### src/rtl/boa_pkg.sv
// Board bus types and address map
`default_nettype none

package boa_pkg;

    // One memory bus request that the master holds until ready.
    typedef struct packed {
        logic        re;
        logic [3:0]  we;
        logic [31:0] addr;
        logic [31:0] wdata;
    } mem_req_t;

    // Response with a one-cycle ready pulse.
    typedef struct packed {
        logic        ready;
        logic [31:0] rdata;
    } mem_rsp_t;

    // Decoder targets.
    typedef enum logic [2:0] {
        tgt_sram,
        tgt_gpio,
        tgt_xmsize,
        tgt_pmu,
        tgt_none
    } target_t;

    // SRAM window whose size follows sram_addr_width.
    localparam logic [31:0] sram_base     = 32'h0000_0000;

    // GPIO register block.
    localparam logic [31:0] gpio_base     = 32'h1000_0000;
    localparam logic [31:0] gpio_out_addr = gpio_base + 32'h0;
    localparam logic [31:0] gpio_oe_addr  = gpio_base + 32'h4;
    localparam logic [31:0] gpio_in_addr  = gpio_base + 32'h8;

    // Power management register.
    localparam logic [31:0] pmu_base      = 32'h1000_0100;

    // Read-only external memory size.
    localparam logic [31:0] xmsize_addr   = 32'h1000_0600;

    // PMU register bits.
    localparam int pmu_shdn_bit = 0;
    localparam int pmu_rst_bit  = 1;

endpackage

`default_nettype wire

### src/rtl/boa_addr_decode.sv
// Bus address decoder
`timescale 1ns/1ps
`default_nettype none

module boa_addr_decode #(
    parameter int sram_addr_width = 19
) (
    input  logic              clk,
    input  logic              rst_n,
    input  boa_pkg::mem_req_t bus_req,
    output boa_pkg::mem_rsp_t bus_rsp,
    output boa_pkg::mem_req_t sram_req,
    output boa_pkg::mem_req_t gpio_req,
    output boa_pkg::mem_req_t pmu_req,
    input  boa_pkg::mem_rsp_t sram_rsp,
    input  boa_pkg::mem_rsp_t gpio_rsp,
    input  boa_pkg::mem_rsp_t pmu_rsp
);
    localparam logic [31:0] xmsize_value = 32'd1 << sram_addr_width;

    logic              pending_q;
    boa_pkg::target_t  tgt_q;
    boa_pkg::target_t  tgt_d;
    boa_pkg::mem_req_t req_q;
    boa_pkg::mem_rsp_t sel_rsp;
    boa_pkg::mem_rsp_t local_rsp;
    logic              local_sel;
    logic              bus_valid;

    // Keep the enables only for the selected target.
    function automatic boa_pkg::mem_req_t gate_req(input boa_pkg::mem_req_t r, input logic sel);
        boa_pkg::mem_req_t g;
        g    = r;
        g.re = r.re & sel;
        g.we = r.we & {4{sel}};
        return g;
    endfunction

    assign bus_valid = bus_req.re || (|bus_req.we);

    always_comb begin
        if (bus_req.addr[31:sram_addr_width] == boa_pkg::sram_base[31:sram_addr_width]) begin
            tgt_d = boa_pkg::tgt_sram;
        end else if (bus_req.addr[31:4] == boa_pkg::gpio_base[31:4]) begin
            tgt_d = boa_pkg::tgt_gpio;
        end else if (bus_req.addr[31:2] == boa_pkg::pmu_base[31:2]) begin
            tgt_d = boa_pkg::tgt_pmu;
        end else if (bus_req.addr[31:2] == boa_pkg::xmsize_addr[31:2]) begin
            tgt_d = boa_pkg::tgt_xmsize;
        end else begin
            tgt_d = boa_pkg::tgt_none;
        end
    end

    // One request in flight; the held bus request waits while pending.
    always_ff @(posedge clk) begin
        if (!rst_n) begin
            pending_q <= 1'b0;
            tgt_q     <= boa_pkg::tgt_none;
        end else if (!pending_q && bus_valid) begin
            pending_q <= 1'b1;
            tgt_q     <= tgt_d;
        end else if (bus_rsp.ready) begin
            pending_q <= 1'b0;
        end
    end

    always_ff @(posedge clk) begin
        if (!pending_q && bus_valid) begin
            req_q <= bus_req;
        end
    end

    assign sram_req = gate_req(req_q, pending_q && tgt_q == boa_pkg::tgt_sram);
    assign gpio_req = gate_req(req_q, pending_q && tgt_q == boa_pkg::tgt_gpio);
    assign pmu_req  = gate_req(req_q, pending_q && tgt_q == boa_pkg::tgt_pmu);

    // Memory size register and unmapped space answer here.
    assign local_sel = pending_q &&
                       (tgt_q == boa_pkg::tgt_xmsize || tgt_q == boa_pkg::tgt_none);

    always_ff @(posedge clk) begin
        if (!rst_n) begin
            local_rsp.ready <= 1'b0;
        end else begin
            local_rsp.ready <= local_sel && !local_rsp.ready;
        end
    end

    always_ff @(posedge clk) begin
        local_rsp.rdata <= (tgt_q == boa_pkg::tgt_xmsize) ? xmsize_value : 32'd0;
    end

    always_comb begin
        case (tgt_q)
            boa_pkg::tgt_sram: sel_rsp = sram_rsp;
            boa_pkg::tgt_gpio: sel_rsp = gpio_rsp;
            boa_pkg::tgt_pmu:  sel_rsp = pmu_rsp;
            default:           sel_rsp = local_rsp;
        endcase
    end

    assign bus_rsp.ready = pending_q && sel_rsp.ready;
    assign bus_rsp.rdata = sel_rsp.rdata;

endmodule

`default_nettype wire

### src/rtl/boa_board.sv
// Board memory and peripheral subsystem
`timescale 1ns/1ps
`default_nettype none

module boa_board #(
    parameter int sram_addr_width = 19
) (
    input  logic                       clk,
    input  logic                       rst_n,
    // Memory bus from the core.
    input  boa_pkg::mem_req_t          bus_req,
    output boa_pkg::mem_rsp_t          bus_rsp,
    // Button 0 resets the system and button 1 is user input.
    input  logic [1:0]                 btn,
    output logic                       led_r,
    output logic                       led_g,
    output logic                       led_b,
    output logic [31:0]                gpio_out,
    output logic [31:0]                gpio_oe,
    // SRAM pins with the data bus split by direction.
    output logic                       sram_oe_n,
    output logic                       sram_we_n,
    output logic                       sram_ce_n,
    output logic [sram_addr_width-1:0] sram_addr,
    output logic [7:0]                 sram_wdata,
    output logic                       sram_data_oe,
    input  logic [7:0]                 sram_rdata,
    output logic                       shdn,
    output logic                       soc_rst
);
    boa_pkg::mem_req_t sram_req;
    boa_pkg::mem_req_t gpio_req;
    boa_pkg::mem_req_t pmu_req;
    boa_pkg::mem_rsp_t sram_rsp;
    boa_pkg::mem_rsp_t gpio_rsp;
    boa_pkg::mem_rsp_t pmu_rsp;

    boa_addr_decode #(
        .sram_addr_width (sram_addr_width)
    ) u_addr_decode (
        .clk      (clk),
        .rst_n    (rst_n),
        .bus_req  (bus_req),
        .bus_rsp  (bus_rsp),
        .sram_req (sram_req),
        .gpio_req (gpio_req),
        .pmu_req  (pmu_req),
        .sram_rsp (sram_rsp),
        .gpio_rsp (gpio_rsp),
        .pmu_rsp  (pmu_rsp)
    );

    boa_extmem_sram #(
        .sram_addr_width (sram_addr_width)
    ) u_extmem_sram (
        .clk          (clk),
        .rst_n        (rst_n),
        .req          (sram_req),
        .rsp          (sram_rsp),
        .sram_oe_n    (sram_oe_n),
        .sram_we_n    (sram_we_n),
        .sram_ce_n    (sram_ce_n),
        .sram_addr    (sram_addr),
        .sram_wdata   (sram_wdata),
        .sram_data_oe (sram_data_oe),
        .sram_rdata   (sram_rdata)
    );

    boa_gpio u_gpio (
        .clk      (clk),
        .rst_n    (rst_n),
        .soc_rst  (soc_rst),
        .req      (gpio_req),
        .rsp      (gpio_rsp),
        .btn_user (btn[1]),
        .led_r    (led_r),
        .led_g    (led_g),
        .led_b    (led_b),
        .gpio_out (gpio_out),
        .gpio_oe  (gpio_oe)
    );

    boa_pmu u_pmu (
        .clk       (clk),
        .rst_n     (rst_n),
        .req       (pmu_req),
        .rsp       (pmu_rsp),
        .btn_reset (btn[0]),
        .shdn      (shdn),
        .soc_rst   (soc_rst)
    );

endmodule

`default_nettype wire

### src/rtl/boa_extmem_sram.sv
// Byte-wide SRAM controller
`timescale 1ns/1ps
`default_nettype none

module boa_extmem_sram #(
    parameter int sram_addr_width = 19
) (
    input  logic                       clk,
    input  logic                       rst_n,
    input  boa_pkg::mem_req_t          req,
    output boa_pkg::mem_rsp_t          rsp,
    output logic                       sram_oe_n,
    output logic                       sram_we_n,
    output logic                       sram_ce_n,
    output logic [sram_addr_width-1:0] sram_addr,
    output logic [7:0]                 sram_wdata,
    output logic                       sram_data_oe,
    input  logic [7:0]                 sram_rdata
);
    logic        busy_q;
    logic        rd_q;
    logic        wr_q;
    logic        ready_q;
    logic [1:0]  lane_q;
    logic [31:0] rdata_q;
    logic        is_wr;
    logic        active;
    logic        load;
    logic [3:0]  lane_mask;
    logic [2:0]  from_lane;
    logic        next_found;
    logic [1:0]  next_lane;

    // Writes win over reads when both are set.
    assign is_wr     = |req.we;
    assign active    = (req.re || is_wr) && !ready_q;
    assign lane_mask = is_wr ? req.we : 4'b1111;
    assign from_lane = busy_q ? {1'b0, lane_q} + 3'd1 : 3'd0;

    // Lowest enabled lane at or above from_lane.
    always_comb begin
        next_found = 1'b0;
        next_lane  = 2'd0;
        for (int i = 3; i >= 0; i--) begin
            if (lane_mask[i] && (3'(i) >= from_lane)) begin
                next_found = 1'b1;
                next_lane  = 2'(i);
            end
        end
    end

    assign load = busy_q ? next_found : active;

    always_ff @(posedge clk) begin
        if (!rst_n) begin
            busy_q  <= 1'b0;
            rd_q    <= 1'b0;
            wr_q    <= 1'b0;
            ready_q <= 1'b0;
            lane_q  <= 2'd0;
        end else begin
            ready_q <= 1'b0;
            if (load) begin
                busy_q <= 1'b1;
                rd_q   <= !is_wr;
                wr_q   <= is_wr;
                lane_q <= next_lane;
            end else if (busy_q) begin
                // Last lane done.
                busy_q  <= 1'b0;
                rd_q    <= 1'b0;
                wr_q    <= 1'b0;
                ready_q <= 1'b1;
            end
        end
    end

    // Address and write byte change together with the strobes.
    always_ff @(posedge clk) begin
        if (load) begin
            sram_addr  <= {req.addr[sram_addr_width-1:2], next_lane};
            sram_wdata <= req.wdata[{next_lane, 3'b000} +: 8];
        end
    end

    // Read bytes land in their lane, least significant first.
    always_ff @(posedge clk) begin
        if (rd_q) begin
            rdata_q[{lane_q, 3'b000} +: 8] <= sram_rdata;
        end
    end

    assign sram_oe_n    = !rd_q;
    assign sram_we_n    = !wr_q;
    assign sram_data_oe = wr_q;
    assign sram_ce_n    = 1'b0;

    assign rsp.ready = ready_q;
    assign rsp.rdata = rdata_q;

endmodule

`default_nettype wire

### src/rtl/boa_gpio.sv
// GPIO registers and LEDs
`timescale 1ns/1ps
`default_nettype none

module boa_gpio (
    input  logic              clk,
    input  logic              rst_n,
    input  logic              soc_rst,
    input  boa_pkg::mem_req_t req,
    output boa_pkg::mem_rsp_t rsp,
    input  logic              btn_user,
    output logic              led_r,
    output logic              led_g,
    output logic              led_b,
    output logic [31:0]       gpio_out,
    output logic [31:0]       gpio_oe
);
    logic        fire;
    logic        ready_q;
    logic [31:0] rdata_q;
    logic        btn_meta;
    logic        btn_sync;
    logic [31:0] gpio_in;

    assign fire = (req.re || (|req.we)) && !ready_q;

    // Two-flop button synchronizer.
    always_ff @(posedge clk) begin
        if (!rst_n) begin
            btn_meta <= 1'b0;
            btn_sync <= 1'b0;
        end else begin
            btn_meta <= btn_user;
            btn_sync <= btn_meta;
        end
    end

    assign gpio_in = {gpio_out[31:12], btn_sync, gpio_out[10:0]};

    // System reset from the PMU also clears the pins.
    always_ff @(posedge clk) begin
        if (!rst_n || soc_rst) begin
            gpio_out <= 32'd0;
            gpio_oe  <= 32'd0;
            ready_q  <= 1'b0;
        end else begin
            ready_q <= fire;
            for (int b = 0; b < 4; b++) begin
                if (fire && req.we[b]) begin
                    if (req.addr == boa_pkg::gpio_out_addr) begin
                        gpio_out[b*8 +: 8] <= req.wdata[b*8 +: 8];
                    end
                    if (req.addr == boa_pkg::gpio_oe_addr) begin
                        gpio_oe[b*8 +: 8] <= req.wdata[b*8 +: 8];
                    end
                end
            end
        end
    end

    always_ff @(posedge clk) begin
        case (req.addr)
            boa_pkg::gpio_out_addr: rdata_q <= gpio_out;
            boa_pkg::gpio_oe_addr:  rdata_q <= gpio_oe;
            boa_pkg::gpio_in_addr:  rdata_q <= gpio_in;
            default:                rdata_q <= 32'd0;
        endcase
    end

    assign rsp.ready = ready_q;
    assign rsp.rdata = rdata_q;

    // LEDs are active low.
    assign led_r = ~gpio_out[8];
    assign led_g = ~gpio_out[9];
    assign led_b = ~gpio_out[10];

endmodule

`default_nettype wire

### src/rtl/boa_pmu.sv
// Power management unit
`timescale 1ns/1ps
`default_nettype none

module boa_pmu (
    input  logic              clk,
    input  logic              rst_n,
    input  boa_pkg::mem_req_t req,
    output boa_pkg::mem_rsp_t rsp,
    input  logic              btn_reset,
    output logic              shdn,
    output logic              soc_rst
);
    logic        fire;
    logic        reg_wr;
    logic        rst_req;
    logic        btn_trig;
    logic        ready_q;
    logic [31:0] rdata_q;
    logic [3:0]  btn_sr;

    assign fire   = (req.re || (|req.we)) && !ready_q;
    assign reg_wr = fire && req.we[0];

    // Synchronizer plus two delay stages.
    always_ff @(posedge clk) begin
        if (!rst_n) begin
            btn_sr <= 4'd0;
        end else begin
            btn_sr <= {btn_sr[2:0], btn_reset};
        end
    end

    // Fires once per press after two synchronized cycles high.
    assign btn_trig = btn_sr[1] && btn_sr[2] && !btn_sr[3];
    assign rst_req  = btn_trig || (reg_wr && req.wdata[boa_pkg::pmu_rst_bit]);

    always_ff @(posedge clk) begin
        if (!rst_n) begin
            shdn    <= 1'b0;
            soc_rst <= 1'b0;
            ready_q <= 1'b0;
        end else begin
            ready_q <= fire;
            soc_rst <= rst_req;
            if (rst_req) begin
                shdn <= 1'b0;
            end else if (reg_wr && req.wdata[boa_pkg::pmu_shdn_bit]) begin
                shdn <= 1'b1;
            end
        end
    end

    always_ff @(posedge clk) begin
        rdata_q <= 32'd0;
        rdata_q[boa_pkg::pmu_shdn_bit] <= shdn;
    end

    assign rsp.ready = ready_q;
    assign rsp.rdata = rdata_q;

endmodule

`default_nettype wire

### config.mk
export PLATFORM = sky130hd
export DESIGN_NAME = boa_board
export DESIGN_NICKNAME = d
export VERILOG_FILES = /design/src/rtl/boa_pkg.sv /design/src/rtl/boa_addr_decode.sv /design/src/rtl/boa_board.sv /design/src/rtl/boa_extmem_sram.sv /design/src/rtl/boa_gpio.sv /design/src/rtl/boa_pmu.sv
export SDC_FILE = /design/constraint.sdc
export NUM_CORES = 1
export LEC_CHECK = 0
export ABC_AREA = 1
export BUFFER_PORTS_ARGS = -buffer_cell sky130_fd_sc_hd__clkbuf_2
export CAP_MARGIN = 20
export CORE_MARGIN = 2
export CORE_UTILIZATION = 40
export CTS_CLUSTER_SIZE = 12
export DETAILED_ROUTE_END_ITERATION = 7
export MAX_ROUTING_LAYER = met4
export PLACE_DENSITY = 0.72
export RECOVER_POWER = 100
export SETUP_SLACK_MARGIN = 0.2
export SYNTH_ARGS = -nofsm -noshare
export SYNTH_HDL_FRONTEND = slang
export SYNTH_SLANG_ARGS = --single-unit
### constraint.sdc
create_clock -name clk -period 6.4 [get_ports clk]
set_input_delay 0.32 -clock clk [delete_from_list [all_inputs] [get_ports clk]]
set_output_delay 0.32 -clock clk [all_outputs]
set_load 0.01 [all_outputs]
==> impl_metrics.ini <==
[timing]
clock_skew_ns = 0.02828
slew_headroom_pct = -45.53
worst_slack_ns = 2.025
worst_slew_pin_slew_ns = 2.175
finalCriticalPeriod_ns = 4.375
whs_ns = 0.03704
min_period_over_period_pct = 68.37
rsz0062_at_grt = no
timing.final.hold_violations = 0
setup_viol = 0
timing.final.max_slew_violations = 104
setup_tns_ns = 0
fmax_ghz = 0.2286

[yosys]
synth_top_flop_cell = edfxtp_1
avgSynthCellArea_um2 = 10.02
yosysTopAreaCellShare_pct = 39.59
async_flop_share_pct = 0
syn_area_um2 = 9708
synthTopCellsByArea = edfxtp_1, dfxtp_1, nand2_1, inv_1, nor2_1
synth_common_cells = nand2_1, edfxtp_1, dfxtp_1, inv_1, nor2_1
synth-seq-cells = 247
synth_most_common_cell = nand2_1
synth_cells = 969
yosys.area.top_type = edfxtp_1
ys_warn_count = 0
synth-edff-count = 128
yosys.cell_types.count = 34
syn-num-nets = 1055
ys_seq_area_share_pct = 64.13

[clock_network]
cts_setup_buffers = 0
cts_tree = built
h-tree-depth = 1
clock-sinks = 247
clock_latency_ns = 0.54
numCtsBuffers = 27
clk_pin_slew_worst_paths_ns = 0.06
cts_root_buf = clkbuf_16
cts_max_path_buffers = 3
cts-resized-gates = 0

[setup_path]
worstPathArrival_ns = 4.66
crit_fanout = 35
worst-setup-path-type = flip-flop to flip-flop
crit_path_start_kind = flip-flop
critPathRequiredTime_ns = 6.68
end_kind = flip-flop

[routing]
drtIter0Drc = 782
routedWlPerCell_um = 17.95
vias_per_cell = 5.067
wl_um = 28490
ant_nets = 0
drt-pass1-iter-count = 5
route.detailed.drc = 0
vias = 8042

[global_route]
grt_pass1_vias = 7701
grt_start_max_net_pins = 72
antenna_found_initial = 1
grt_first_pass_wirelength_um = 42460
track_usage_pct = 22.10
overflow = 0

[placement]
place.gp.congestion = 0.9360
numPlacedInstances = 1476
portBuffers = 212
hpwl_um = 20390
dp_slack_ns = 3.391

[floorplan]
die_h_um = 159.8
core_um2 = 24110
io_pins = 214
die_area_um2 = 25530
die_w_um = 159.8
floorplan.initialDensity_pct = 40.27
fp-row-count = 57

[cells_and_area]
regArea_um2 = 6226
multiInputGateArea_um2 = 2788
fin_nets = 1327
syn_to_final_growth_pct = 26.03
nFillCells = 2300
fin_cells = 1587
layout-drive-gt1-share_pct = 9.113

[run_status]
status = complete, but fails checks
violations = max-capacitance violations, max-slew violations

[power]
powerDensity_nw_per_um2 = 289.0
peakVddDrop_uv = 168.7
leakagePower_nw = 4.644

[run]
cap_violations = 3

[min_path]
min_path_type = primary input to flip-flop
## worst paths after layout
path                               start                           to  slack (ns)  depth (start not counted)
hold reg to reg               u_pmu.shdn             u_pmu.rdata_q[0]        0.37                          0
setup / recovery  u_addr_decode.tgt_q[1]  u_extmem_sram.sram_wdata[7]        2.02                         12
hold / removal               bus_req[54]   u_addr_decode.gpio_req[54]        0.04                          1
setup reg to reg  u_addr_decode.tgt_q[1]  u_extmem_sram.sram_wdata[7]        2.02                         12
## per-layer routing
metal	routed length (um)	GRT usage, %
met5	0	-
met4	1003	8.149
met2	13130	34.89
met1	12110	28.55
met3	2249	4.130
## cell type report
cell class                 instances  area share [%]
sequential                       247           50.88
multi-input combinational        566           22.78
timing repair buffer             279           12.30
clock buffer                      44           6.688
inverter                         120           3.681
tap                              324           3.313
clock inverter                     6          0.3272
antenna                            1         0.02045
## where the power goes
part / total (mW) / switching (mW) / leakage [nW] / internal (mW)
Combinational: 0.248 / 0.159 / 1.99 / 0.0884
Sequential: 1.80 / 0.0465 / 2.22 / 1.75
Clock: 1.49 / 0.619 / 0.427 / 0.875
Total: 3.54 / 0.824 / 4.64 / 2.71
## logic make-up after synthesis
logic type / share of synthesized area (%)
compound gates: 12.31
fa+ha+maj: 0.6444
flops: 64.13
other cells: 0.03863
simple gates: 16.51
buf+inv: 6.367
## stage by stage
step / power (mW) / instance area [um^2] / util (%)
detailed placement: 2.058 / 11070 / 45.94
global route: 3.642 / 12240 / 50.76
global placement: 2.051 / 11070 / 45.94
CTS: 3.563 / 12530 / 51.99
finish: 3.536 / 12240 / 50.76
floorplan: 1.949 / 9708 / -
## layout by cell type (no fill, tap or decap), drive strengths merged
cell type	count
a21oi	73
a32o	30
buf	4
clkbuf	259
clkinv	6
conb	1
dfxtp	119
diode	1
dlygate4sd3	60
edfxtp	128
ha	5
inv	120
nand2	138
nand3	59
nand4	9
nor2	123
nor3	11
nor3b	1
nor4	10
o21ai	103
o22ai	1
or2	2
## flip-flops by register name, indices dropped and copies added, names as in the netlist, 2 cells and up
| signal | count |
|---|---|
| u_extmem_sram.rdata_q | 32 |
| u_gpio.gpio_out | 32 |
| u_addr_decode.req_q | 5 |
| u_extmem_sram.lane_q | 2 |
| u_extmem_sram.sram_addr | 19 |
| u_addr_decode.tgt_q | 3 |
| u_gpio.rdata_q | 32 |
| u_addr_decode.local_rsp | 2 |
| u_pmu.btn_sr | 4 |
| u_extmem_sram.sram_wdata | 8 |
| u_gpio.gpio_oe | 32 |
| u_addr_decode.gpio_req | 64 |
## timing repair
item / in CTS / in global routing
setup endpoints to repair: 0 / 0
hold buffers: 60 / 0
endpoints found under the hold margin: 60 / 0
## critical path: stages (launching register included)
cell and delay (ns):
dfxtp_1 0.37, nor2_1 1.62, nand2_1 0.15, nor2_1 0.47
o21ai_2 0.13, nand2_4 0.13, nand2_1 0.10, nand3_4 0.19
nand2_1 0.13, nor2_2 0.45, inv_2 0.18, nand3_1 0.14
nand2_1 0.07
(Power assumes the default switching activity.)
